<file path="config.mk">
export PLATFORM = sky130hd
export DESIGN_NAME = spi_tx
export DESIGN_NICKNAME = d
export VERILOG_FILES = /design/src/flash_pkg.sv /design/src/spi_tx.sv
export VERILOG_INCLUDE_DIRS = /design/src
export SDC_FILE = /design/constraint.sdc
export NUM_CORES = 1
export LEC_CHECK = 0
export ABC_AREA = 0
export BUFFER_PORTS_ARGS = -buffer_cell sky130_fd_sc_hd__buf_2
export CAP_MARGIN = 40
export CORE_AREA = 5 5 42 44
export DETAILED_ROUTE_END_ITERATION = 12
export DIE_AREA = 0 0 47 49
export PLACE_DENSITY = 0.57
export SETUP_SLACK_MARGIN = 0.05
export SYNTH_ARGS = -nofsm -noshare
export SYNTH_HDL_FRONTEND = slang
export SYNTH_SLANG_ARGS = --single-unit
export TNS_END_PERCENT = 50
</file>
<file path="constraint.sdc">
create_clock -name CSNeg_ipd -period 1 [get_ports CSNeg_ipd]
set_input_delay 0.2 -clock CSNeg_ipd [delete_from_list [all_inputs] [get_ports CSNeg_ipd]]
set_output_delay 0.2 -clock CSNeg_ipd [all_outputs]
set_load 0.02 [all_outputs]
</file>
<file path="src/flash_defines.svh">
/*
 * Serial flash constants
 * Memory geometry, command opcodes, identification bytes
 * and the busy times of the write operations
 */

`ifndef FLASH_DEFINES_SVH
`define FLASH_DEFINES_SVH

// Geometry, 4 KB in four 1 KB sectors of 256-byte pages
`define MEM_ABITS       12
`define SECTOR_ABITS    10
`define PAGE_ABITS      8

// Command opcodes
`define OP_WREN         8'h06
`define OP_WRDI         8'h04
`define OP_RDSR         8'h05
`define OP_WRSR         8'h01
`define OP_RDID         8'h9F
`define OP_READ         8'h03
`define OP_PP           8'h02
`define OP_SE           8'hD8

// RDID sequence, repeats after the third byte
`define ID_BYTE0        8'h01
`define ID_BYTE1        8'h02
`define ID_BYTE2        8'h13

// Busy times in clock cycles
`define PP_BASE_CYCLES  16
`define WRSR_CYCLES     32

`endif
</file>
<file path="src/flash_pkg.sv">
/*
 * Serial flash types
 * Vector types for bytes, addresses and status, and the enums
 * of the instruction decode, the bus cycle and the write engine
 */

`default_nettype none

`include "flash_defines.svh"

package flash_pkg;

    typedef logic [7:0]            byte_t;
    typedef logic [23:0]           addr_t;
    typedef logic [`MEM_ABITS-1:0] mem_addr_t;
    typedef logic [7:0]            status_t;
    typedef logic [3:0]            sect_mask_t;
    typedef logic [2:0]            bit_cnt_t;

    typedef enum logic [3:0] {
        NONE,
        WREN,
        WRDI,
        RDSR,
        WRSR,
        RDID,
        READ,
        PP,
        SE
    } instr_e;

    typedef enum logic [1:0] {
        STAND_BY,
        CODE_BYTE,
        ADDRESS_BYTES,
        DATA_BYTES
    } bus_state_e;

    typedef enum logic [1:0] {
        IDLE,
        WRITE_SR,
        SECTOR_ER,
        PAGE_PG
    } core_state_e;

endpackage

`default_nettype wire

</file>
<file path="src/spi_tx.sv">
/*
 * SPI transmit side
 * Shifts the loaded byte out MSB first on each falling sck and
 * drives the output enable for the data phase of a read
 */

`timescale 1ns/1ps
`default_nettype none

module spi_tx import flash_pkg::*; (
    input  logic  CSNeg_ipd,
    input  logic  reset,
    input  logic  tx_load,
    input  logic  tx_active,
    input  logic  sck_fall,
    input  logic  sel_end,
    input  byte_t tx_byte,
    output logic  so,
    output logic  so_en
);

    byte_t shreg;
    logic  shift;

    assign shift = sck_fall && tx_active;

    // Loads land between the eighth and ninth falling sck
    always_ff @(posedge CSNeg_ipd)
    begin
        if (tx_load)
            shreg <= tx_byte;
        else if (shift)
            shreg <= {shreg[6:0], 1'b0};
    end

    always_ff @(posedge CSNeg_ipd)
    begin
        if (reset)
        begin
            so    <= 1'b0;
            so_en <= 1'b0;
        end
        else
        begin
            if (shift)
                so <= shreg[7];
            // Enable holds until the host deselects
            if (sel_end)
                so_en <= 1'b0;
            else if (shift)
                so_en <= 1'b1;
        end
    end

endmodule

`default_nettype wire

</file>
==> results.md, run 1 <==
- Outcome: complete, no violations
- Critical path arrival: 0.72 ns
- Slowest CP cell: dfxtp_1
- H-tree depth: 1
- Main synth FF type: edfxtp_1
- Drc violations: 0
- GR Overflow Total: 0
- Vias in the first global route: 262
- RD Place Congestion: 0.702
- Port Buf Inserts: 15
- Relative slew margins: 0.834
- Post-synth EDFFs: 8
- Util after Layout: 0.399
- Via-per-instance ratio: 4.63
- Finish-stage setup viols: 0
- Via count: 273
- Post-CTS setup buffers: 0
- Setup CP Type: flip-flop to primary output
- DP Wirelength: 568 um
- Fin nets: 58
- Cell Area, Synth: 443 um^2
- Worst Max-Slew Pin Slew: 0.249 ns
- Die area: 0.00230 mm^2
- Multi-input gate area: 151 um^2
- LEAKAGE: 0.248 nW
- FP Rows: 14
- Synth cell count leaders: 8 x edfxtp_1, 7 x mux2_4, 2 x a21oi_1, 2 x dfxtp_1
- Seq/Total Area, Yosys: 0.633
- Fillers: 146
- Top cell type's share of synthesized area: 0.542
- Slew Limit Fails: 0
- Mapped Cells: 25
- Syn nets: 39
- Pin count of the biggest net entering global routing: 10
- Tot GR Track Use: 0.0721
- Worst vdd ir: 0.668 mV
- Final Cell Area: 559 um^2
- Highest clock rate: 1.09 GHz
- Initial Util: 0.316
- Critical Path Max Stage Delay: 0.33 ns
- Initial DRC count: 1
- Post-route ant nets: 0
- Worst Hold Class: input pin to flip-flop
- Die width: 47 um
- Post-place setup slack: -0.0357 ns
- Layout cells sized above 1: 0.674
- Worst-Skew Late Latency: 0.26 ns
- Final TNS setup: 0 ns
- Clk Tree Root Cell: clkbuf_4
- Area after DPL: 527 um^2
- MaxCap Viol Count: 0
- Num CTS Buffers: 3
- Top Family by Delay on Critical Path: flip-flops
- Core area: 0.00140 mm^2
- Area Growth Syn to Fin: 26.3%
- Yosys top cell by area: edfxtp_1
- FFs w/ async S/R, synth: 0
- # hold bufs at CTS: 0
- Worst Hold Margin: 0.102 ns
- Minimum clock period: 0.919 ns
- Synthesis Warnings: 0
- CTS clock-pin slew for the worst setup and hold paths: 0.06 ns
- CTS Sinks: 10
- CP Cell Sequence: buf_4
- Worst setup SP type: flip-flop
- Wire length per cell: 12.5 um
- Worst Skew: 0.00921 ns
- Final hold violation count: 0
- CTS tree: done
- Tcrit/Tclk final: 0.919
- RSZ-0062 raised after global routing: true
- Max FO, Critical Path: 2
- CP required: 0.80 ns
- Storage cell area: 282 um^2
- Distinct cell type count after synthesis: 10
- Final WL: 740 um
- Diodes inserted: 0
- Yosys reg bits: 10
- Critical path buffers and inverters: 1
- IO Pins: 16
- Area contributors post-synth: edfxtp_1 54%, mux2_4 24%, dfxtp_1 9.0%, buf_6 2.5%, a21bo_2 2.3%
- First-pass GRT wire length: 1.10 mm
- Critical Path End Type: primary output
- Pwr dens: 1600 mW/mm^2
- Average cell area after synthesis: 17.7 um^2
- Drt first pass iters: 2
- Initial antenna violation count: 0
- Die H: 49 um
- Clk buf depth: 2
- Most frequent cell after synthesis: edfxtp_1
- Worst setup margin: 0.0815 ns
[placed cells by master, fill, tap and decap left out]
| cell type | synthesis | layout |
|---|---|---|
| edfxtp_1 | 8 | 8 |
| a21bo_2 | 1 | 1 |
| dfxtp_2 | 0 | 1 |
| nand3_1 | 1 | 1 |
| clkbuf_4 | 0 | 3 |
| mux2_4 | 7 | 7 |
| buf_2 | 0 | 13 |
| nor3_1 | 1 | 1 |
| and2_2 | 1 | 1 |
| clkbuf_1 | 0 | 1 |
| buf_4 | 0 | 2 |
| a21o_2 | 1 | 1 |
| a21oi_1 | 2 | 2 |
| dfxtp_1 | 2 | 1 |
[through the flow]
step / std cells / total power, mW
3_3_place_gp: 55 / 0.621
2_1_floorplan: 25 / 0.585
6_report: 59 / 0.895
5_1_grt: 59 / 0.943
3_5_place_dp: 55 / 0.625
4_1_cts: 59 / 0.914
[registers in the layout, indices dropped and copies added, names as in the netlist]
| signal | count |
|---|---|
| so_en | 1 |
| shreg | 8 |
| so | 1 |
[power breakdown]
part           switching, mW  internal [mW]  leakage, nW
registers             0.0114          0.494       0.0969
logic                 0.0405         0.0709        0.136
clock network          0.125          0.153       0.0150
[final cells by class]
cell class                 count  area share
sequential                    10       0.503
multi-input combinational     14       0.271
timing repair buffer          15       0.143
clock buffer                   4      0.0470
tap                           16      0.0358
[cells by family (layout without fill, tap and decap cells)]
group                  count (synthesis)  after routing  share of synthesized area
flip-flops                            10             10                      0.633
AND/OR/NAND/NOR                        3              3                     0.0395
multiplexers                           7              7                      0.237
AO/OA/AOI/OAI                          4              4                     0.0650
buffers and inverters                  1             19                     0.0254
[repair_timing]
action	4_1_cts	5_1_grt
cloned	0	0
endpoints found under the setup margin	2	2
gates resized for setup	1	2
hold endpoints to repair	0	0
[metal layers]
metal	vias to the layer above	track usage	wire, um	share of wire
met2	16	0.0882	338	0.46
met4	0	0.0553	0	0
met5	-	0	0	0
met3	0	0.0443	74	0.10
met1	126	0.0874	328	0.44
li1	131	-	-	-
[path summary, 6_finish.rpt]
check / from / end / slack [ns] / depth (start not counted)
hold / removal: sel_end / so_en$_SDFFE_PP0P_ / 0.10 / 2
setup / recovery: so$_SDFFE_PP0P_ / so / 0.08 / 1
setup reg to reg: shreg[5]$_DFFE_PP_ / shreg[6]$_DFFE_PP_ / 0.11 / 1
hold reg to reg: so_en$_SDFFE_PP0P_ / so_en$_SDFFE_PP0P_ / 0.51 / 2
No activity file was read; power rests on OpenSTA's default activity.
==> run 2: changes to the inputs <==
--- a/config.mk
+++ b/config.mk
@@ -7,12 +7,12 @@
 export NUM_CORES = 1
 export LEC_CHECK = 0
 export ABC_AREA = 0
-export BUFFER_PORTS_ARGS = -buffer_cell sky130_fd_sc_hd__buf_2
 export CAP_MARGIN = 40
 export CORE_AREA = 5 5 42 44
 export DETAILED_ROUTE_END_ITERATION = 12
 export DIE_AREA = 0 0 47 49
-export PLACE_DENSITY = 0.57
+export DONT_BUFFER_PORTS = 1
+export PLACE_DENSITY = 0.47
 export SETUP_SLACK_MARGIN = 0.05
 export SYNTH_ARGS = -nofsm -noshare
 export SYNTH_HDL_FRONTEND = slang
==> run 2 against run 1 <==
  * Clock-buffer cell count is 1 lower
  * Register-to-register slack hardly changed
  * Clock skew is 0.0011 ns lower
  * Sequential share of layout area is 5.9 points higher
  * Sequential cell count stayed put
  * Wire length is 3.6% higher
  * Worst hold slack worse by 0.081 ns
==> results.md, run 2 (synthesized netlist as in run 1, its figures left out) <==
- Outcome: complete, no violations
- Sw frac: 0.195
- LEAKAGE: 0.197 nW
- Worst Skew: 0.00815 ns
- Sequential power share: 0.590
- Worst-Skew Late Latency: 0.26 ns
- Via count: 224
- Multi-input gate area: 151 um^2
- Pwr dens: 1720 mW/mm^2
- Initial antenna violation count: 0
- Slew Limit Fails: 0
- Num CTS Buffers: 3
- Clk Tree Root Cell: clkbuf_4
- Most frequent cells in the layout: 8 x edfxtp_1, 7 x mux2_4, 3 x clkbuf_4, 2 x a21oi_1
- Critical Path End Type: primary output
- Area Growth Syn to Fin: 13.0%
- CP required: 0.80 ns
- Met2 Routed Length: 361 um
- Minimum clock period: 0.911 ns
- Post-route ant nets: 0
- IO Pins: 16
- CTS tree: done
- Worst Hold Class: input pin to flip-flop
- Fin nets: 45
- Initial Util: 0.316
- DR top layer: met4
- Util after Layout: 0.357
- WL met1: 286 um
- Tot GR Track Use: 0.0743
- Worst Hold Margin: 0.0212 ns
- Storage cell area: 282 um^2
- Critical path arrival: 0.71 ns
- Worst setup SP type: flip-flop
- Relative slew margins: 0.835
- Worst Max-Slew Pin Slew: 0.248 ns
- Highest clock rate: 1.10 GHz
- Diodes inserted: 0
- CTS clock-pin slew for the worst setup and hold paths: 0.06 ns
- Final Cell Area: 500 um^2
- Via-per-instance ratio: 4.87
- Die area: 0.00230 mm^2
- Post-CTS setup buffers: 0
- First-pass GRT wire length: 1.10 mm
- Pin count of the biggest net entering global routing: 10
- Internal: 0.694 mW
- Port Buf Inserts: 0
- Vias in the first global route: 252
- H-tree depth: 1
- Final WL: 767 um
- Drc violations: 0
- Fillers: 145
- Wire length per cell: 16.7 um
- Finish-stage setup viols: 0
- GR Overflow Total: 0
- Core area: 0.00140 mm^2
- MaxCap Viol Count: 0
- Reg with most FFs: shreg
- Gate power share: 0.090
- Largest regs: shreg (8), so (1), so_en (1)
- Max FO, Critical Path: 2
- Worst vdd ir: 0.665 mV
- Die width: 47 um
- RSZ-0062 raised after global routing: true
- RD Place Congestion: 0.655
- Final TNS setup: 0 ns
- Drt first pass iters: 2
- Commonest non-fill, non-tap cell in the layout: edfxtp_1
- FP Rows: 14
- Largest register FFs: 8
- Setup CP Type: flip-flop to primary output
- Area after DPL: 459 um^2
- Clk buf depth: 2
- Initial DRC count: 4
- Clock power share: 0.320
- Total power: 0.862 mW
- Final hold violation count: 0
- CTS Sinks: 10
- R2r setup slk: 0.10 ns
- Tcrit/Tclk final: 0.911
- Layout cells sized above 1: 0.500
- Die H: 49 um
- Met3 WL: 104 um
- Switch Pwr: 0.168 mW
-- run 2: changes by cell type in the layout (fill, tap and decap cells not counted) --
cell           delta
clkbuf_1          -1
buf_6             +1
buf_2            -13
clkinv_1          +1
dlygate4sd3_1     +1
buf_4             -2
-- run 2: power by group through the flow --
stage                     clock, mW  combinational [mW]  sequential (mW)
after CTS                     0.291              0.0758            0.510
after global placement            0              0.0718            0.514
after global routing          0.315              0.0821            0.512
after detailed placement          0              0.0737            0.517
after floorplan                   0              0.0714            0.514
final                         0.276              0.0774            0.509
-- run 2: area by class of cell --
class | count | area share
Sequential cell | 10 | 0.562
Multi-Input combinational cell | 14 | 0.302
Clock buffer | 3 | 0.0450
Timing Repair Buffer | 2 | 0.0425
Tap cell | 16 | 0.0400
Clock inverter | 1 | 0.00750
-- run 2: path summary, 6_finish.rpt --
path | startpoint | endpoint | cells after the start
hold reg to reg | shreg[7]$_DFFE_PP_ | so$_SDFFE_PP0P_ | 2
setup / recovery | so_en$_SDFFE_PP0P_ | so_en | 0
hold / removal | reset | so_en$_SDFFE_PP0P_ | 1
setup reg to reg | shreg[5]$_DFFE_PP_ | shreg[6]$_DFFE_PP_ | 1
-- run 2: per-stage QoR --
stage	instances	setup slack (ns)
after floorplan	25	0.126
after global placement	41	0.120
after detailed placement	41	0.106
after CTS	45	0.0518
after global routing	46	0.0438
final	46	0.0886
-- run 2: what timing repair did --
item	CTS	global route
setup endpoints to repair	1	2
hold endpoints to repair	0	1
hold buffers	0	1
resized for setup	1	1
-- run 2: metal layers --
metal  GRT usage  vias up
li1            -      104
met1      0.0736      103
met2       0.104       15
met3      0.0627        2
met4      0.0415        0
met5           0        -
