**src/flash_defines.svh**
```systemverilog
/*
 * Serial flash constants
 * Memory geometry, command opcodes, identification bytes
 * and the busy times of the write operations
 */

`ifndef FLASH_DEFINES_SVH
`define FLASH_DEFINES_SVH

// Geometry, 4 KB in four 1 KB sectors of 256-byte pages
`define MEM_ABITS       12
`define SECTOR_ABITS    10
`define PAGE_ABITS      8

// Command opcodes
`define OP_WREN         8'h06
`define OP_WRDI         8'h04
`define OP_RDSR         8'h05
`define OP_WRSR         8'h01
`define OP_RDID         8'h9F
`define OP_READ         8'h03
`define OP_PP           8'h02
`define OP_SE           8'hD8

// RDID sequence, repeats after the third byte
`define ID_BYTE0        8'h01
`define ID_BYTE1        8'h02
`define ID_BYTE2        8'h13

// Busy times in clock cycles
`define PP_BASE_CYCLES  16
`define WRSR_CYCLES     32

`endif
```
**src/flash_pkg.sv**
```systemverilog
/*
 * Serial flash types
 * Vector types for bytes, addresses and status, and the enums
 * of the instruction decode, the bus cycle and the write engine
 */

`default_nettype none

`include "flash_defines.svh"

package flash_pkg;

    typedef logic [7:0]            byte_t;
    typedef logic [23:0]           addr_t;
    typedef logic [`MEM_ABITS-1:0] mem_addr_t;
    typedef logic [7:0]            status_t;
    typedef logic [3:0]            sect_mask_t;
    typedef logic [2:0]            bit_cnt_t;

    typedef enum logic [3:0] {
        NONE,
        WREN,
        WRDI,
        RDSR,
        WRSR,
        RDID,
        READ,
        PP,
        SE
    } instr_e;

    typedef enum logic [1:0] {
        STAND_BY,
        CODE_BYTE,
        ADDRESS_BYTES,
        DATA_BYTES
    } bus_state_e;

    typedef enum logic [1:0] {
        IDLE,
        WRITE_SR,
        SECTOR_ER,
        PAGE_PG
    } core_state_e;

endpackage

`default_nettype wire

```
**src/spi_rx.sv**
```systemverilog
/*
 * SPI receive side
 * Synchronizes sck, si and cs_n to the system clock, makes edge
 * pulses and assembles the incoming bits into bytes, MSB first
 */

`timescale 1ns/1ps
`default_nettype none

module spi_rx import flash_pkg::*; (
    input  logic  CSNeg_ipd,
    input  logic  reset,
    input  logic  sck,
    input  logic  si,
    input  logic  cs_n,
    output logic  sel_start,
    output logic  sel_end,
    output logic  sck_fall,
    output logic  byte_valid,
    output logic  byte_aligned,
    output byte_t rx_byte
);

    logic [1:0] sck_sync;
    logic [1:0] cs_sync;
    logic [1:0] si_sync;
    logic       sck_d;
    logic       cs_d;
    logic       sck_rise;
    bit_cnt_t   bit_cnt;
    logic [6:0] shreg;

    // Two synchronizer stages, then one registered edge pulse
    always_ff @(posedge CSNeg_ipd)
    begin
        if (reset)
        begin
            sck_sync  <= '0;
            cs_sync   <= '1;
            sck_d     <= 1'b0;
            cs_d      <= 1'b1;
            sck_rise  <= 1'b0;
            sck_fall  <= 1'b0;
            sel_start <= 1'b0;
            sel_end   <= 1'b0;
            bit_cnt   <= '0;
        end
        else
        begin
            sck_sync  <= {sck_sync[0], sck};
            cs_sync   <= {cs_sync[0], cs_n};
            sck_d     <= sck_sync[1];
            cs_d      <= cs_sync[1];
            sck_rise  <= sck_sync[1] & ~sck_d;
            sck_fall  <= ~sck_sync[1] & sck_d;
            sel_start <= ~cs_sync[1] & cs_d;
            sel_end   <= cs_sync[1] & ~cs_d;
            if (sel_start)
                bit_cnt <= '0;
            else if (sck_rise && !cs_d)
                bit_cnt <= bit_cnt + 1'b1;
        end
    end

    // Data path, si is stable around the rising sck
    always_ff @(posedge CSNeg_ipd)
    begin
        si_sync <= {si_sync[0], si};
        if (sck_rise && !cs_d)
            shreg <= {shreg[5:0], si_sync[1]};
    end

    // Eighth bit completes the byte in the same cycle
    assign byte_valid   = sck_rise && !cs_d && (bit_cnt == 3'd7);
    assign rx_byte      = {shreg, si_sync[1]};
    assign byte_aligned = (bit_cnt == '0);

endmodule

`default_nettype wire

```
**config.mk**
```make
export PLATFORM = sky130hd
export DESIGN_NAME = spi_rx
export DESIGN_NICKNAME = d
export VERILOG_FILES = /design/src/flash_pkg.sv /design/src/spi_rx.sv
export VERILOG_INCLUDE_DIRS = /design/src
export SDC_FILE = /design/constraint.sdc
export NUM_CORES = 1
export LEC_CHECK = 0
export ABC_AREA = 0
export BUFFER_PORTS_ARGS = -buffer_cell sky130_fd_sc_hd__buf_4
export CAP_MARGIN = 5
export CORE_UTILIZATION = 40
export DETAILED_ROUTE_END_ITERATION = 8
export MAX_ROUTING_LAYER = met4
export SETUP_SLACK_MARGIN = 0.02
export SYNTH_ARGS = -nofsm -noshare
export SYNTH_HDL_FRONTEND = slang
export SYNTH_SLANG_ARGS = --single-unit
```
**constraint.sdc**
```tcl
create_clock -name CSNeg_ipd -period 1.5 [get_ports CSNeg_ipd]
set_input_delay 0.3 -clock CSNeg_ipd [delete_from_list [all_inputs] [get_ports CSNeg_ipd]]
set_output_delay 0.3 -clock CSNeg_ipd [all_outputs]
set_load 0.02 [all_outputs]
```
==> impl_metrics.csv, run 1 <==
group,metric,value,unit
status,status,"finished with violations",
status,violations,"DRC",
timing,fin_worst_skew,0.001137,ns
timing,min_period_over_period,99.44,%
drt,firstDrtPassIters,8,
drt,via_per_inst,4.678,
floorplan,die_x,44.19,um
finish,syn_to_final_growth,33.04,%
synthesis,syn_area_per_cell,14.24,um^2
run,drv_cap,0,
timing,max_slew_margin,84.54,%
critical_path,worstSetupEndpointType,"output pin",
clock_network,cts_inserted_buffers,3,
drt,drtAntennaViolNets,0,
timing,whs,0.1048,ns
critical_path,crit_fanout,3,
finish,fin_util,60.08,%
synthesis,synth_top_area_share,42.18,%
floorplan,die_h,44.19,um
power,peakVddDrop,526.1,uV
global_route,grt_max_degree,13,
synthesis,synth_seq_cells,22,
critical_path,path_class,"flip-flop to output pin",
global_route,overflow,0,
power,p_leak,0.3876,nW
synthesis,synth-seq-area-share,71.70,%
critical_path,reg2reg_depth,4,
drt,drc_errors,1,
finish,final_nets,80,
worst_hold_path,hold_depth,1,
synthesis,synthTopCellsByArea,"dfxtp_1 (42%), edfxtp_1 (30%), ha_1 (5.3%)",
synthesis,yosysUniqueCellTypes,17,
global_route,track_usage,11.46,%
synthesis,syn_nets,58,
critical_path,r2r_slack,0.44,ns
floorplan,start_util,45.16,%
clock_network,clk_pin_slew,0.11,ns
timing,rsz0062_at_grt,"yes",
global_route,grt_pass1_vias,340,
drt,routed_wl,955,um
power,power.density,954.6,nW/um^2
global_route,antenna_found_initial,0,
clock_network,cts_max_level,1,
placement,place_hpwl,648.1,um
finish,drive_gt1_share,47.89,%
floorplan,core_area,1577,um^2
floorplan,pin_count,18,
floorplan,row_count,14,
drt,avgRoutedWirePerCell,10.98,um
timing,fin_crit,1.492,ns
placement,gp_congestion,0.6711,
synthesis,yosysWarningCount,0,
critical_path,cp-start-kind,"flip-flop",
clock_network,clk_path_buf_depth,2,
placement,io_buffers,17,
floorplan,dieArea,1953,um^2
finish,n_antenna_cell,0,
drt,drt-initial-drc-count,8,
clock_network,numClockSinks,22,
synthesis,synth_area,711.9,um^2
timing,finalMaxSlewViolations,0,
critical_path,worstPathRequired,1.20,ns
clock_network,clk_latency,0.29,ns
power,power,0.0009041,W
clock_network,clock-root-buffer,"clkbuf_4",
critical_path,cp.arrival,1.19,ns
timing,fmax,0.6704,GHz
drt,dr_total_vias,407,
global_route,grt_pass1_wl,1476,um
timing,tightest_slew,0.2316,ns
synthesis,synthCells,50,
worst_hold_path,hold_path.class,"primary input to flip-flop",
timing,hold_violations,0,
timing,finalSetupViolations,0,
synthesis,yosysTopAreaCell,"dfxtp_1",
clock_network,cts_tree,"yes",
synthesized netlist by cell type (all sizes together):
cell type	count
edfxtp	7
nor3	3
dfxtp	15
mux2i	2
inv	3
or2	3
ha	3
buf	3
and2	1
nor3b	2
nor2	1
xnor2	1
nor2b	6
power breakdown:
group / switching, W / internal (W) / total (W)
registers: 0.00000440 / 0.000622 / 0.000627
logic: 0.0000123 / 0.0000167 / 0.0000290
clock network: 0.000152 / 0.0000966 / 0.000249
stage by stage:
| step | instances | TNS, ns | area [um^2] | setup slack (ns) |
|---|---|---|---|---|
| after floorplan | 50 | 0 | 711.9 | 0.3379 |
| after global placement | 81 | 0 | 843.3 | 0.2226 |
| after detailed placement | 81 | 0 | 843.3 | 0.2077 |
| after CTS | 87 | -0.01886 | 923.4 | -0.009967 |
| after global routing | 87 | -0.07464 | 947.2 | -0.04044 |
| final | 87 | 0 | 947.2 | 0.008378 |
state kept, by name (all words and copies together), names as in the netlist:
name	flops
bit_cnt	3
sck_fall	1
shreg	7
cs_d	1
cs_sync	2
si_sync	2
sel_end	1
sel_start	1
sck_rise	1
sck_d	1
sck_sync	2
area by class of cell:
| type | count | area (um^2) |
|---|---|---|
| inverter | 3 | 13.76 |
| fill | 122 | 629.4 |
| clock inverter | 1 | 3.754 |
| tap | 16 | 20.02 |
| clock buffer | 3 | 22.52 |
| timing repair buffer | 20 | 161.4 |
| sequential | 22 | 513.0 |
| multi-input combinational | 22 | 212.7 |
worst paths after layout:
check,startpoint,end
setup / recovery,bit_cnt[1],byte_valid
hold / removal,si,si_sync[0]
setup reg to reg,cs_d,bit_cnt[1]
hold reg to reg,si_sync[0],si_sync[1]
cell usage in the layout, fill, tap and decap left out, drive strengths merged:
cell	instances
nor2	1
and2	1
or2	3
mux2i	2
edfxtp	7
dfxtp	15
buf	20
clkinv	1
inv	3
nor3	3
ha	3
clkbuf	3
nor2b	6
nor3b	2
xnor2	1
critical path, cell delays in order (launching register included):
cell	delay [ns]
dfxtp_2	0.36
ha_4	0.16
ha_4	0.14
and2_4	0.12
buf_6	0.12
metal layers:
metal,vias to the layer above,part of all wire (%),track usage (%)
met3,2,5.1,2.449
met1,188,44,13.83
met4,0,1.2,9.091
met5,-,0,-
li1,205,-,-
met2,12,50,16.47
cells by family (layout without fill, tap and decap cells):
group / Yosys count / count (layout) / share of synthesized area [%]
XOR/XNOR: 1 / 1 / 1.230
adder cells (fa/ha/maj): 3 / 3 / 5.273
buffers and inverters: 6 / 27 / 4.920
flip-flops: 22 / 22 / 71.70
multiplexers: 2 / 2 / 2.812
AND/OR/NAND/NOR: 16 / 16 / 14.06
repair_timing:
action | in CTS | in global routing
cloned | 0 | 0
pin swaps | 2 | 0
resized for setup | 11 | 4
hold buffers | 0 | 0
setup buffers | 2 | 0
setup endpoints to repair | 2 | 2
Note: power is estimated with default switching activity, not from simulation.
==> run 2, diff against run 1 <==
==> constraint.sdc (replaced) <==
create_clock -name CSNeg_ipd -period 1.5 [get_ports CSNeg_ipd]
set_input_delay 0.15 -clock CSNeg_ipd [delete_from_list [all_inputs] [get_ports CSNeg_ipd]]
set_output_delay 0.15 -clock CSNeg_ipd [all_outputs]
set_load 0.02 [all_outputs]
==> run 2 against run 1 <==
Effect of this change: the flow now finishes without violations; die area unchanged; clock power rose by 75%; setup slack better by 0.081 ns; global-route usage increased by 0.21 points; clock skew is 0.0076 ns higher; flip-flop and latch count is the same; non-clock buffer count unchanged; critical path type unchanged; sequential power hardly changed; combinational power grew 6%; utilization fell by 1.6 points.
==> impl_metrics.csv, run 2 (synthesized netlist as in run 1, its figures left out) <==
group,metric,value,unit
timing,fin_worst_skew,0.008749,ns
clock_network,cts_inserted_buffers,3,
global_route,antenna_found_initial,0,
finish,layout.cells.non_filler,87,
drt,firstDrtPassIters,5,
drt,avgRoutedWirePerCell,10.93,um
clock_network,clk_pin_slew,0.12,ns
placement,dpl.cell_count,81,
timing,finalMaxSlewViolations,0,
critical_path,worstPathRequired,1.35,ns
timing,max_slew_margin,85.45,%
finish,drive_gt1_share,42.25,%
global_route,track_usage,11.67,%
clock_network,cts_max_level,1,
drt,dr_total_vias,391,
critical_path,max_stage_delay,0.34,ns
floorplan,core_area,1577,um^2
timing,tns,0,ns
floorplan,die_x,44.19,um
finish,stdcell_area,922.1,um^2
timing,rsz0062_at_grt,"no",
critical_path,crit_fanout,2,
power,p_int,0.0009100,W
drt,routed_wl,951,um
power,comb_power_share,2.8,%
clock_network,numClockSinks,22,
power,p_leak,0.3848,nW
floorplan,pin_count,18,
drt,drc_errors,0,
floorplan,start_util,45.16,%
critical_path,crit_path_top_delay_cell,"dfxtp_2",
clock_network,cts_tree,"yes",
finish,final_nets,80,
drt,via_per_inst,4.494,
finish,multi_input_area,168.9,um^2
critical_path,cp.arrival,1.26,ns
finish,regMostFlops,"shreg",
floorplan,die_h,44.19,um
timing,fmax,0.7088,GHz
global_route,grt_pass1_wl,1545,um
power,power.density,1185,nW/um^2
global_route,grt_max_degree,14,
timing,tightest_slew,0.2173,ns
global_route,grt_pass1_vias,374,
power,peakVddDrop,715.0,uV
worst_hold_path,hold_path.class,"primary input to flip-flop",
finish,n_antenna_cell,0,
power,power_frac_clock,39.8,%
critical_path,cp-start-kind,"flip-flop",
finish,mostFrequentLayoutCells,"buf_4 (18), dfxtp_1 (13), edfxtp_1 (7), nor2b_1 (5)",
placement,gp_congestion,0.6835,
finish,top_regs,"shreg (7), bit_cnt (3)",
placement,dpl_cell_area,843.3,um^2
drt,drtAntennaViolNets,0,
drt,drt-initial-drc-count,8,
global_route,overflow,0,
finish,fin_util,58.49,%
critical_path,path_class,"flip-flop to output pin",
power,seqPwrFrac,57.3,%
finish,syn_to_final_growth,29.53,%
finish,regArea,513.0,um^2
floorplan,row_count,14,
timing,hold_violations,0,
status,status,"finished clean",
clock_network,clk_latency,0.30,ns
timing,fin_crit,1.411,ns
critical_path,crit_chain,"ha_2 > ha_1 > and2_2 > buf_6",
clock_network,clk_path_buf_depth,2,
timing,finalSetupViolations,0,
timing,min_period_over_period,94.05,%
finish,final_common_cell,"buf_4",
floorplan,dieArea,1953,um^2
power,switchingPower,0.0001830,W
finish,fill_cells,134,
placement,io_buffers,17,
power,p_sw_share,16.74,%
clock_network,clock-root-buffer,"clkbuf_4",
run,drv_cap,0,
finish,largest_reg_flops,7,
critical_path,worstSetupEndpointType,"output pin",
run 2: repair_timing:
item | 4_1_cts | 5_1_grt
gates resized for setup | 1 | 3
hold buffers | 1 | 0
setup buffers | 1 | 0
endpoints found under the setup margin | 1 | 1
hold endpoints to repair | 1 | 0
gates cloned | 0 | 0
run 2: cell type report:
class                           count  share of cell area, %
Multi-Input combinational cell     22                  18.32
Inverter                            3                  1.221
Tap cell                           16                  2.171
Timing Repair Buffer               20                  16.96
Sequential cell                    22                  55.63
Clock buffer                        3                  2.442
Clock inverter                      1                  3.256
run 2: critical path, delay by kind of cell (launching register included):
| kind | cells | cell delay [ns] |
|---|---|---|
| DFF | 1 | 0.34 |
| adders and majority gates | 2 | 0.33 |
| and+or+nand+nor | 1 | 0.17 |
| buffers and inverters | 1 | 0.13 |
run 2: worst paths after layout:
check             start         end  slack (ns)  cells after the start
max reg2reg  bit_cnt[0]  bit_cnt[2]        0.40                      4
max          bit_cnt[0]  byte_valid        0.09                      4
min                cs_n  cs_sync[0]        0.03                      2
min reg2reg  si_sync[0]  si_sync[1]        0.34                      0
run 2: stage by stage:
| stage | worst slack, ns | power [W] | hold slack [ns] |
|---|---|---|---|
| after detailed placement | 0.3541 | 0.0006693 | 0.2554 |
| final | 0.08922 | 0.001093 | 0.03471 |
| after global routing | 0.03067 | 0.001134 | 0.02193 |
| after floorplan | 0.4461 | 0.0006565 | 0.1777 |
| after CTS | 0.03838 | 0.001106 | 0.02507 |
| after global placement | 0.3816 | 0.0006686 | 0.2548 |
run 2: power by group through the flow:
stage	sequential (W)	combinational, W	clock, W
after floorplan	0.000642	0.0000148	0
final	0.000627	0.0000308	0.000436
after CTS	0.000627	0.0000311	0.000448
after global routing	0.000629	0.0000333	0.000472
after detailed placement	0.000640	0.0000289	0
after global placement	0.000640	0.0000284	0
run 2: per-layer routing:
layer | wire length (um) | GRT usage [%]
met5 | 0 | -
met3 | 43 | 2.857
met4 | 11 | 7.273
met1 | 424 | 13.14
met2 | 472 | 18.53
