<file path="src/flash_defines.svh">
/*
 * Serial flash constants
 * Memory geometry, command opcodes, identification bytes
 * and the busy times of the write operations
 */

`ifndef FLASH_DEFINES_SVH
`define FLASH_DEFINES_SVH

// Geometry, 4 KB in four 1 KB sectors of 256-byte pages
`define MEM_ABITS       12
`define SECTOR_ABITS    10
`define PAGE_ABITS      8

// Command opcodes
`define OP_WREN         8'h06
`define OP_WRDI         8'h04
`define OP_RDSR         8'h05
`define OP_WRSR         8'h01
`define OP_RDID         8'h9F
`define OP_READ         8'h03
`define OP_PP           8'h02
`define OP_SE           8'hD8

// RDID sequence, repeats after the third byte
`define ID_BYTE0        8'h01
`define ID_BYTE1        8'h02
`define ID_BYTE2        8'h13

// Busy times in clock cycles
`define PP_BASE_CYCLES  16
`define WRSR_CYCLES     32

`endif
</file>
<file path="src/flash_pkg.sv">
/*
 * Serial flash types
 * Vector types for bytes, addresses and status, and the enums
 * of the instruction decode, the bus cycle and the write engine
 */

`default_nettype none

`include "flash_defines.svh"

package flash_pkg;

    typedef logic [7:0]            byte_t;
    typedef logic [23:0]           addr_t;
    typedef logic [`MEM_ABITS-1:0] mem_addr_t;
    typedef logic [7:0]            status_t;
    typedef logic [3:0]            sect_mask_t;
    typedef logic [2:0]            bit_cnt_t;

    typedef enum logic [3:0] {
        NONE,
        WREN,
        WRDI,
        RDSR,
        WRSR,
        RDID,
        READ,
        PP,
        SE
    } instr_e;

    typedef enum logic [1:0] {
        STAND_BY,
        CODE_BYTE,
        ADDRESS_BYTES,
        DATA_BYTES
    } bus_state_e;

    typedef enum logic [1:0] {
        IDLE,
        WRITE_SR,
        SECTOR_ER,
        PAGE_PG
    } core_state_e;

endpackage

`default_nettype wire

</file>
<file path="src/spi_cmd_fsm.sv">
/*
 * SPI command decoder
 * Bus cycle FSM over code, address and data bytes, instruction
 * decode with the busy lockout, read pointer and the choice of
 * the byte that goes out next
 */

`timescale 1ns/1ps
`default_nettype none

`include "flash_defines.svh"

module spi_cmd_fsm import flash_pkg::*; (
    input  logic      CSNeg_ipd,
    input  logic      reset,
    input  logic      sel_start,
    input  logic      sel_end,
    input  logic      byte_valid,
    input  logic      byte_aligned,
    input  byte_t     rx_byte,
    input  status_t   status,
    input  byte_t     rd_data,
    output instr_e    instr,
    output addr_t     cmd_addr,
    output mem_addr_t rd_addr,
    output logic      wr_byte_valid,
    output logic      cmd_done,
    output logic      tx_load,
    output logic      tx_active,
    output byte_t     tx_byte
);

    bus_state_e state;
    logic [1:0] addr_cnt;
    logic [1:0] id_idx;
    mem_addr_t  rd_ptr;
    logic       load_req;
    logic       load_dly;

    ////////////////////////////////////////////////////////////////////////////
    // Bus cycle FSM
    ////////////////////////////////////////////////////////////////////////////

    always_ff @(posedge CSNeg_ipd)
    begin
        if (reset)
        begin
            state    <= STAND_BY;
            instr    <= NONE;
            addr_cnt <= '0;
            id_idx   <= '0;
            rd_ptr   <= '0;
            load_req <= 1'b0;
            load_dly <= 1'b0;
        end
        else
        begin
            load_req <= 1'b0;
            load_dly <= load_req;
            if (sel_end)
                state <= STAND_BY;
            else if (sel_start)
            begin
                state    <= CODE_BYTE;
                instr    <= NONE;
                addr_cnt <= '0;
            end
            else if (byte_valid)
            begin
                case (state)
                    CODE_BYTE:
                    begin
                        // Only RDSR gets through while WIP is set
                        if (status[0] && rx_byte != `OP_RDSR)
                            state <= STAND_BY;
                        else
                        begin
                            state <= DATA_BYTES;
                            case (rx_byte)
                                `OP_WREN: instr <= WREN;
                                `OP_WRDI: instr <= WRDI;
                                `OP_WRSR: instr <= WRSR;
                                `OP_RDSR:
                                begin
                                    instr    <= RDSR;
                                    load_req <= 1'b1;
                                end
                                `OP_RDID:
                                begin
                                    instr    <= RDID;
                                    id_idx   <= '0;
                                    load_req <= 1'b1;
                                end
                                `OP_READ:
                                begin
                                    instr <= READ;
                                    state <= ADDRESS_BYTES;
                                end
                                `OP_PP:
                                begin
                                    instr <= PP;
                                    state <= ADDRESS_BYTES;
                                end
                                `OP_SE:
                                begin
                                    instr <= SE;
                                    state <= ADDRESS_BYTES;
                                end
                                default: state <= STAND_BY;
                            endcase
                        end
                    end
                    ADDRESS_BYTES:
                    begin
                        cmd_addr <= {cmd_addr[15:0], rx_byte};
                        addr_cnt <= addr_cnt + 1'b1;
                        if (addr_cnt == 2'd2)
                        begin
                            state    <= DATA_BYTES;
                            rd_ptr   <= mem_addr_t'({cmd_addr[15:0], rx_byte});
                            load_req <= (instr == READ);
                        end
                    end
                    DATA_BYTES:
                    begin
                        if (tx_active)
                            load_req <= 1'b1;
                        // Pointer wraps from the top of memory to 0
                        if (instr == READ)
                            rd_ptr <= rd_ptr + 1'b1;
                        if (instr == RDID)
                            id_idx <= (id_idx == 2'd2) ? 2'd0 : id_idx + 1'b1;
                    end
                    default: ;
                endcase
            end
        end
    end

    // rd_data is valid one cycle after rd_addr, hence the two-stage load
    assign tx_load       = load_dly;
    assign rd_addr       = rd_ptr;
    assign tx_active     = (state == DATA_BYTES) &&
                           (instr == RDSR || instr == RDID || instr == READ);
    assign wr_byte_valid = byte_valid && (state == DATA_BYTES) &&
                           (instr == PP || instr == WRSR);
    assign cmd_done      = sel_end && byte_aligned && (state == DATA_BYTES);

    always_comb
    begin
        case (instr)
            RDSR:    tx_byte = status;
            RDID:
            begin
                case (id_idx)
                    2'd0:    tx_byte = `ID_BYTE0;
                    2'd1:    tx_byte = `ID_BYTE1;
                    default: tx_byte = `ID_BYTE2;
                endcase
            end
            default: tx_byte = rd_data;
        endcase
    end

endmodule

`default_nettype wire

</file>
<file path="config.mk">
export PLATFORM = sky130hd
export DESIGN_NAME = spi_cmd_fsm
export DESIGN_NICKNAME = d
export VERILOG_FILES = /design/src/flash_pkg.sv /design/src/spi_cmd_fsm.sv
export VERILOG_INCLUDE_DIRS = /design/src
export SDC_FILE = /design/constraint.sdc
export NUM_CORES = 1
export LEC_CHECK = 0
export BUFFER_PORTS_ARGS = -buffer_cell sky130_fd_sc_hd__buf_4
export CAP_MARGIN = 20
export CELL_PAD_IN_SITES_DETAIL_PLACEMENT = 0
export CELL_PAD_IN_SITES_GLOBAL_PLACEMENT = 1
export CORE_MARGIN = 4
export CORE_UTILIZATION = 40
export DETAILED_ROUTE_END_ITERATION = 10
export GPL_TIMING_DRIVEN = 0
export HOLD_SLACK_MARGIN = 0.03
export PLACE_DENSITY_LB_ADDON = 0.1
export SLEW_MARGIN = 25
export SYNTH_ARGS = -nofsm -noshare
export SYNTH_HDL_FRONTEND = slang
export SYNTH_SLANG_ARGS = --single-unit
</file>
<file path="constraint.sdc">
create_clock -name CSNeg_ipd -period 7.4 [get_ports CSNeg_ipd]
set_input_delay 0.74 -clock CSNeg_ipd [delete_from_list [all_inputs] [get_ports CSNeg_ipd]]
set_output_delay 0.74 -clock CSNeg_ipd [all_outputs]
set_load 0.005 [all_outputs]
</file>
==> results.py, run 1 <==
metrics = {
    "run_status": {
        "outcome": "complete, no violations",
    },
    "grt": {
        "antenna_found_initial": 0,
        "gr-total-overflow": 0,
        "grtUsageTotal_pct": 18.6,
        "grt_max_degree": 16,
        "grt_pass1_vias": 2262,
        "grt_pass1_wl_um": 11100,
    },
    "synthesis": {
        "synthArstFlopShare_pct": 0,
        "synthCells": 268,
        "synth-seq-cells": 48,
        "synth_fp_nets": 300,
        "synth.area.top_cells": "edfxtp_1 (29%), dfxtp_1 (20%), nand2_1 (6.1%), nor2_1 (4.4%), a21oi_1 (3.1%)",
        "yosys_warnings": 0,
        "ys_types": 51,
        "yosysTopAreaCell": "edfxtp_1",
        "avgSynthCellArea_um2": 9.16,
        "synth_edf_count": 24,
        "seq_area_frac_synth_pct": 48.9,
        "synth_top_area_share_pct": 29.3,
        "ys.flop_type": "edfxtp_1",
        "synthesis.area_mm2": 0.00246,
    },
    "timing": {
        "fin_crit_sh_pct": 40.8,
        "holdWs_ns": 0.444,
        "rsz0062_at_grt": "no",
        "hold_violations": 0,
        "fin_crit_ns": 3.02,
        "skew_ns": 0.00809,
        "tightestPinTransition_ns": 0.674,
        "fin_tns_setup_ns": 0,
        "fmax_mhz": 331,
        "slew_headroom_pct": 54.8,
        "finalMaxSlewViolations": 0,
        "setup_violations": 0,
    },
    "critical_path": {
        "cp.arrival_ns": 2.28,
        "cp_max_fo": 10,
        "cp-start-kind": "register",
        "worstSetupPathType": "register to output port",
        "critPathCaptureType": "output port",
        "critical_path_required_ns": 6.66,
    },
    "detailed_routing": {
        "first_iter_violations": 127,
        "drtAntennaViolNets": 0,
        "first_pass_iters": 4,
        "post-route-drc-count": 0,
        "wl_per_cell_um": 15.8,
        "vias": 2433,
        "vias_per_cell": 5.61,
        "drt-total-wl_um": 6870,
    },
    "final_layout": {
        "final-seq-area_mm2": 0.00120,
        "syn_to_final_growth_pct": 34.2,
        "drive_gt1_share_pct": 27.9,
        "multi_input_area_mm2": 0.00119,
        "final_nets": 390,
        "n_fill_cell": 588,
        "antenna_cells": 0,
    },
    "floorplan": {
        "fp-row-count": 28,
        "die_w_um": 86.4,
        "start_util_pct": 41.2,
        "core_area_mm2": 0.00596,
        "die_y_um": 86.4,
        "die_area_mm2": 0.00746,
        "io_pins": 82,
    },
    "cts": {
        "clk_pin_slew_ns": 0.09,
        "cts_resized": 0,
        "post-cts-setup-buffers": 0,
        "cts_tree": "built",
        "cts_hold_buf": 0,
        "clock-sinks": 48,
        "cts_made_buffers": 5,
        "ctsRootBufferMaster": "clkbuf_8",
        "clock_latency_ns": 0.30,
        "clockBufferDepth": 2,
        "htree_levels": 2,
    },
    "placed_design": {
        "dp_hpwl_um": 5290,
        "place_congestion": 0.838,
        "io_buffers": 81,
    },
    "power": {
        "power.density_mw_per_mm2": 154,
        "p_leak_nw": 1.27,
        "ir_worst_vdd_v": 0.0000873,
    },
    "min_path": {
        "hold_class": "register to register",
    },
    "run": {
        "maxCapViolations": 0,
    },
}
area by class of cell:
| type | count | area share (%) |
|---|---|---|
| buffer | 15 | 1.78 |
| clock buffer | 5 | 2.09 |
| clock inverter | 3 | 1.29 |
| inverter | 4 | 0.455 |
| multi-input combinational | 201 | 36.0 |
| sequential | 48 | 36.4 |
| tap | 75 | 2.85 |
| timing repair buffer | 83 | 19.1 |
through the flow:
step,setup WS [ns],cells,total power [mW],area (um^2),utilization (%)
5_1_grt,4.21,434,0.530,3300,55.4
3_3_place_gp,3.31,424,0.323,3160,53.0
3_5_place_dp,4.69,426,0.323,3190,53.5
6_report,4.38,434,0.509,3300,55.4
2_1_floorplan,4.10,268,0.299,2460,-
4_1_cts,4.34,434,0.514,3300,55.4
path summary, 6_finish.rpt:
path	start	endpoint	slack [ns]	depth (start not counted)
hold / removal	load_req	tx_load	0.44	1
setup / recovery	instr[1]	tx_byte[1]	4.38	6
hold reg to reg	load_req	tx_load	0.44	1
setup reg to reg	state[0]	rd_addr[7]	5.31	7
critical path: stages, from the launching register on:
cell	delay [ns]
dfxtp_1	0.34
clkbuf_1	0.35
nand2_1	0.12
nor3_2	0.43
nor2_1	0.26
a221o_1	0.34
buf_4	0.14
Yosys cell counts (2+ instances only):
library cell / n
o31ai_1: 3
o22ai_1: 2
and2_1: 4
clkbuf_1: 13
a22oi_1: 4
nor2b_1: 6
a21o_1: 2
o211ai_1: 2
nor2_1: 29
or3_1: 2
nand3_1: 11
nor4_1: 4
inv_1: 4
nor3_2: 2
o32ai_1: 2
a211oi_1: 4
nor3_1: 6
a221o_1: 2
nand2_1: 40
a21oi_1: 15
mux2i_1: 2
o21ai_0: 12
xor2_1: 2
nand4_1: 6
edfxtp_1: 24
and3_1: 4
ha_1: 2
nand3b_1: 4
a311oi_1: 4
a22o_1: 5
a41oi_1: 2
buf_2: 2
dfxtp_1: 24
power breakdown:
group          switching (mW)  total (mW)  internal [mW]
Combinational          0.0203      0.0399         0.0195
Sequential           0.000189       0.277          0.277
Clock                  0.0913       0.192          0.100
cell families (layout without fill, tap and decap cells):
logic type	Yosys count	after routing	share of synthesized area, %
muxes	2	2	0.815
xor gates and xnor gates	2	2	0.713
AOI/OAI and AO/OA	69	69	20.4
and+or+nand+nor	126	126	25.2
buffers and inverters	19	110	3.01
adders and majority gates	2	2	1.02
DFF	48	48	48.9
metal layers:
layer  wire length (um)  part of all wire [%]  track usage (%)  up-vias
met2               3340                    49             32.7       87
li1                   -                     -                -     1188
met5                  0                     0                0        -
met1               2990                    43             23.1     1153
met4                 65                  0.95             4.67        0
met3                473                   6.9             4.09        5
cell usage in the layout, fill, tap and decap left out, types with 2 or more instances in the layout:
cell      Yosys  layout
and3_1        4       4
buf_6         0       2
clkbuf_1     13      13
nor2b_1       6       6
inv_1         4       4
nor2_1       29      29
a22oi_1       4       4
a21o_1        2       2
nand3b_1      4       4
and2_1        4       4
nand2_1      40      40
a41oi_1       2       2
a221o_1       2       2
dfxtp_1      24      24
nand3_1      11      11
o21ai_0      12      12
a211oi_1      4       4
mux2i_1       2       2
nor3_1        6       5
clkbuf_8      0       5
a311oi_1      4       4
or3_1         2       2
nor3_2        2       3
nor4_1        4       4
edfxtp_1     24      24
o211ai_1      2       2
xor2_1        2       2
nand4_1       6       6
a22o_1        5       5
o22ai_1       2       2
o32ai_1       2       2
a21oi_1      15      15
ha_1          2       2
buf_4         0      81
o31ai_1       3       3
buf_2         2       2
flip-flops by register name, summed over array words and instances (netlist names):
| name | count |
|---|---|
| addr_cnt | 2 |
| cmd_addr | 24 |
| id_idx | 2 |
| instr | 4 |
| load_req | 1 |
| rd_addr | 12 |
| state | 2 |
| tx_load | 1 |
Note: power is estimated with default switching activity, not from simulation.
==> run 2, diff against run 1 <==
--- a/config.mk
+++ b/config.mk
@@ -11,7 +11,7 @@
 export CELL_PAD_IN_SITES_DETAIL_PLACEMENT = 0
 export CELL_PAD_IN_SITES_GLOBAL_PLACEMENT = 1
 export CORE_MARGIN = 4
-export CORE_UTILIZATION = 40
+export CORE_UTILIZATION = 33
 export DETAILED_ROUTE_END_ITERATION = 10
 export GPL_TIMING_DRIVEN = 0
 export HOLD_SLACK_MARGIN = 0.03
==> constraint.sdc (replaced) <==
create_clock -name CSNeg_ipd -period 2.55 [get_ports CSNeg_ipd]
set_input_delay 0.255 -clock CSNeg_ipd [delete_from_list [all_inputs] [get_ports CSNeg_ipd]]
set_output_delay 0.255 -clock CSNeg_ipd [all_outputs]
set_load 0.005 [all_outputs]
==> run 2 against run 1 <==
Net effect:
- clock power rose to 3.5 times the previous value
- die area rose by 19%
- sequential cell count did not move
- largest power group unchanged
- cell area rose by 2.2%
- via count fell by 3.7%
==> results.py, run 2 (synthesis gave the netlist of run 1 again) <==
metrics = {
    "run_status": {
        "outcome": "complete, no violations",
    },
    "timing": {
        "slew_headroom_pct": 60.5,
        "fin_crit_sh_pct": 91.0,
        "fin_crit_ns": 2.32,
        "skew_ns": 0.0173,
        "setup_violations": 0,
        "holdWs_ns": 0.139,
        "tightestPinTransition_ns": 0.586,
        "hold_violations": 0,
        "rsz0062_at_grt": "no",
        "layout_setup_ws_ns": 0.229,
        "fmax_mhz": 431,
        "finalMaxSlewViolations": 0,
    },
    "placed_design": {
        "place_congestion": 0.816,
        "dp_cells": 450,
        "pre_cts_slack_ns": 0.351,
        "io_buffers": 81,
        "dp_hpwl_um": 5350,
    },
    "final_layout": {
        "final_cell_mix": "buf_4 (81), nand2_1 (40), nor2_1 (29), dfxtp_1 (24), edfxtp_1 (24)",
        "fin_cells": 458,
        "final_common_cell": "buf_4",
        "drive_gt1_share_pct": 29.0,
        "final_nets": 390,
        "largest_register_ffs": 24,
        "syn_to_final_growth_pct": 37.2,
        "antenna_cells": 0,
        "multi_input_area_mm2": 0.00120,
        "max_flop_register": "cmd_addr",
        "final-seq-area_mm2": 0.00120,
        "n_fill_cell": 747,
    },
    "cts": {
        "clockBufferDepth": 2,
        "clock-sinks": 48,
        "post-cts-setup-buffers": 0,
        "htree_levels": 2,
        "cts_made_buffers": 5,
        "clk_pin_slew_ns": 0.10,
        "ctsRootBufferMaster": "clkbuf_8",
        "clock_latency_ns": 0.31,
        "cts_tree": "built",
    },
    "power": {
        "p_int_mw": 1.26,
        "ir_worst_vdd_v": 0.000322,
        "seqPwrFrac_pct": 50.5,
        "clock_power_share_pct": 42.2,
        "net-switching-power_uw": 337,
        "power.density_mw_per_mm2": 473,
        "switching_share_pct": 21.2,
        "p_leak_nw": 1.29,
        "comb_power_share_pct": 7.3,
    },
    "floorplan": {
        "core_area_mm2": 0.00725,
        "fp-row-count": 31,
        "io_pins": 82,
        "die_area_mm2": 0.00889,
        "die_y_um": 94.3,
        "start_util_pct": 33.9,
        "die_w_um": 94.3,
    },
    "detailed_routing": {
        "vias_per_cell": 5.12,
        "drtAntennaViolNets": 0,
        "vias": 2343,
        "first_iter_violations": 95,
        "first_pass_iters": 4,
        "post-route-drc-count": 0,
        "drt-total-wl_um": 6900,
        "wl_per_cell_um": 15.1,
    },
    "grt": {
        "grtUsageTotal_pct": 16.3,
        "grt_pass1_wl_um": 11500,
        "grt_pass1_vias": 2385,
        "gr-total-overflow": 0,
        "antenna_found_initial": 0,
        "grt_max_degree": 17,
    },
    "critical_path": {
        "critical_path_required_ns": 2.30,
        "cp_max_fo": 9,
        "cp.arrival_ns": 2.07,
        "critPathCaptureType": "output port",
        "worstSetupPathType": "register to output port",
        "cp-start-kind": "register",
    },
    "run": {
        "maxCapViolations": 0,
    },
    "min_path": {
        "hold_class": "input port to register",
    },
}
run 2: path summary, 6_finish.rpt:
path | startpoint | endpoint | slack, ns | depth (start not counted)
min reg2reg | cmd_addr[11] | cmd_addr[19] | 0.46 | 0
min | rx_byte[0] | cmd_addr[0] | 0.14 | 1
max reg2reg | instr[2] | rd_addr[7] | 0.53 | 6
max | instr[0] | tx_byte[1] | 0.23 | 6
run 2: power by group through the flow:
stage	logic, mW	registers [mW]	clock network, mW
6_report	0.117	0.805	0.671
5_1_grt	0.129	0.805	0.719
4_1_cts	0.118	0.805	0.693
3_5_place_dp	0.117	0.822	0
3_3_place_gp	0.116	0.822	0
2_1_floorplan	0.0466	0.822	0
run 2: what timing repair did:
item | in CTS | in global routing
setup endpoints to repair | 3 | 3
gates cloned | 0 | 0
gates resized for setup | 2 | 5
hold buffers | 0 | 0
run 2: routing by layer:
layer | global-route usage, % | vias to the layer above | routed length (um)
li1 | - | 1180 | -
met1 | 20.6 | 1078 | 3100
met2 | 27.4 | 78 | 3210
met3 | 4.49 | 7 | 515
met4 | 4.45 | 0 | 71
met5 | 0 | - | 0
run 2: layout make-up:
type                       count  share of cell area (%)
multi-input combinational    201                    35.6
clock buffer                   5                    2.04
inverter                       4                   0.446
buffer                        15                    1.86
sequential                    48                    35.6
timing repair buffer          83                    18.7
clock inverter                 3                    2.04
tap                           99                    3.68
run 2: worst max-delay path, cell delays in order, from the launching register on:
cell     delay, ns
dfxtp_1       0.34
buf_1         0.29
nand2_1       0.15
nor3_4        0.30
nor2_1        0.21
a221o_1       0.33
buf_4         0.13
run 2: per-stage QoR:
| stage | cell area, um^2 | utilization (%) | setup TNS (ns) | power [mW] |
|---|---|---|---|---|
| global placement | 3190 | 44.0 | -2.76 | 0.938 |
| floorplan | 2460 | - | 0 | 0.869 |
| CTS | 3370 | 46.4 | 0 | 1.62 |
| finish | 3370 | 46.5 | 0 | 1.59 |
| global route | 3370 | 46.5 | 0 | 1.65 |
| detailed placement | 3220 | 44.4 | 0 | 0.940 |
==> run 3, diff against run 2 <==
--- a/config.mk
+++ b/config.mk
@@ -10,13 +10,13 @@
 export CAP_MARGIN = 20
 export CELL_PAD_IN_SITES_DETAIL_PLACEMENT = 0
 export CELL_PAD_IN_SITES_GLOBAL_PLACEMENT = 1
-export CORE_MARGIN = 4
+export CORE_MARGIN = 5
 export CORE_UTILIZATION = 33
 export DETAILED_ROUTE_END_ITERATION = 10
 export GPL_TIMING_DRIVEN = 0
 export HOLD_SLACK_MARGIN = 0.03
 export PLACE_DENSITY_LB_ADDON = 0.1
-export SLEW_MARGIN = 25
+export SLEW_MARGIN = 30
 export SYNTH_ARGS = -nofsm -noshare
 export SYNTH_HDL_FRONTEND = slang
 export SYNTH_SLANG_ARGS = --single-unit
==> run 3 against run 2 <==
Net effect:
- sequential cell count stayed put
- critical path type unchanged
- cell area is 0.93% lower
- first-iteration DRC count is 13% higher
- highest routed layer unchanged
- routed wire length is 1.4% higher
- combinational power hardly changed
- via count is 0.30% higher
- sequential power hardly changed
- cell count is 0.22% lower
- setup slack worse by 0.070 ns
- global-route usage is 0.52 points lower
- sequential share of layout area is 0.33 points higher
- die area is 4.3% higher
==> results.py, run 3 (synthesis gave the netlist of run 1 again) <==
metrics = {
    "final_layout": {
        "final-seq-area_mm2": 0.00120,
        "largest_register_ffs": 24,
        "final_nets": 389,
        "drive_gt1_share_pct": 28.5,
        "max_flop_register": "cmd_addr",
        "syn_to_final_growth_pct": 35.9,
        "n_fill_cell": 703,
        "final_cell_mix": "buf_4 (81), nand2_1 (40), nor2_1 (29), dfxtp_1 (24), edfxtp_1 (24)",
        "antenna_cells": 0,
        "final_common_cell": "buf_4",
        "multi_input_area_mm2": 0.00120,
        "fin_util_pct": 46.0,
        "fin_cells": 457,
        "stdcell_area_mm2": 0.00334,
    },
    "floorplan": {
        "start_util_pct": 33.9,
        "core_area_mm2": 0.00725,
        "die_w_um": 96.3,
        "io_pins": 82,
        "fp-row-count": 31,
        "die_y_um": 96.3,
        "die_area_mm2": 0.00927,
    },
    "placed_design": {
        "dp_hpwl_um": 5450,
        "io_buffers": 81,
        "dp_cells": 449,
        "placed_area_mm2": 0.00321,
        "pre_cts_slack_ns": 0.293,
        "place_congestion": 0.793,
    },
    "power": {
        "net-switching-power_uw": 331,
        "p_leak_nw": 1.27,
        "power.density_mw_per_mm2": 446,
        "power_mw": 1.49,
        "comb_power_share_pct": 7.8,
        "seqPwrFrac_pct": 54.1,
        "clock_power_share_pct": 38.1,
        "p_int_mw": 1.16,
        "ir_worst_vdd_v": 0.000182,
        "switching_share_pct": 22.3,
    },
    "cts": {
        "clock_latency_ns": 0.30,
        "clockBufferDepth": 2,
        "htree_levels": 2,
        "clk_pin_slew_ns": 0.09,
        "ctsRootBufferMaster": "clkbuf_8",
        "clock-sinks": 48,
        "cts_tree": "built",
        "cts_made_buffers": 5,
    },
    "grt": {
        "grtUsageTotal_pct": 15.8,
        "antenna_found_initial": 0,
        "grt_pass1_wl_um": 11400,
        "grt_max_degree": 17,
        "gr-total-overflow": 0,
        "grt_pass1_vias": 2279,
    },
    "timing": {
        "slew_headroom_pct": 56.2,
        "hold_violations": 0,
        "setup_violations": 0,
        "skew_ns": 0.00558,
        "finalMaxSlewViolations": 0,
        "fin_crit_ns": 2.39,
        "rsz0062_at_grt": "no",
        "fin_crit_sh_pct": 93.8,
        "layout_setup_ws_ns": 0.159,
        "fmax_mhz": 418,
        "fin_tns_setup_ns": 0,
        "tightestPinTransition_ns": 0.651,
        "holdWs_ns": 0.139,
    },
    "detailed_routing": {
        "vias": 2350,
        "drtAntennaViolNets": 0,
        "drt-total-wl_um": 7000,
        "first_pass_iters": 4,
        "wl_per_cell_um": 15.3,
        "first_iter_violations": 107,
        "post-route-drc-count": 0,
        "vias_per_cell": 5.14,
    },
    "critical_path": {
        "cp-start-kind": "register",
        "r2r-start": "state[0]",
        "critPathCaptureType": "output port",
        "cp.arrival_ns": 2.14,
        "critical_path_required_ns": 2.30,
        "reg2reg_slack_ns": 0.42,
        "crit_path_start": "state[0]",
        "worstSetupPathType": "register to output port",
        "cp_max_fo": 10,
    },
    "min_path": {
        "hp-start": "rx_byte[0]",
        "hold_class": "input port to register",
    },
    "run": {
        "maxCapViolations": 0,
    },
    "run_status": {
        "outcome": "complete, no violations",
    },
}
-- run 3: power groups by stage --
| stage | Combinational [mW] | Clock [mW] | Sequential [mW] |
|---|---|---|---|
| floorplan | 0.0466 | 0 | 0.822 |
| global placement | 0.116 | 0 | 0.822 |
| detailed placement | 0.117 | 0 | 0.822 |
| CTS | 0.118 | 0.584 | 0.805 |
| global route | 0.128 | 0.620 | 0.805 |
| finish | 0.116 | 0.567 | 0.804 |
-- run 3: final timing paths --
kind                      end  cells past startpoint
setup / recovery     cmd_done                      6
hold reg to reg       tx_load                      1
hold / removal    cmd_addr[0]                      1
setup reg to reg    id_idx[1]                      7
-- run 3: cell type report --
cell class                 count  share of cell area [%]
clock inverter                 3                    1.39
timing repair buffer          82                    18.7
tap                           99                    3.71
buffer                        15                    1.84
multi-input combinational    201                    35.9
sequential                    48                    36.0
clock buffer                   5                    2.06
inverter                       4                   0.450
-- run 3: layer usage --
metal	vias up	wire length, um	GRT usage [%]
li1	1185	-	-
met1	1072	3120	20.6
met2	89	3320	26.6
met3	4	498	3.75
met4	0	51	3.55
met5	-	0	0
-- run 3: timing repair --
action | CTS | global route
setup endpoints to repair | 2 | 3
hold buffers | 0 | 0
gates resized for setup | 1 | 4
pin swaps | 0 | 0
hold endpoints to repair | 0 | 0
buffers inserted | 0 | 0
-- run 3: critical path: stages (launching register included) --
cell	delay [ns]
dfxtp_1	0.36
clkbuf_1	0.37
and2_1	0.19
clkbuf_1	0.31
clkbuf_2	0.32
and3_1	0.19
buf_4	0.10
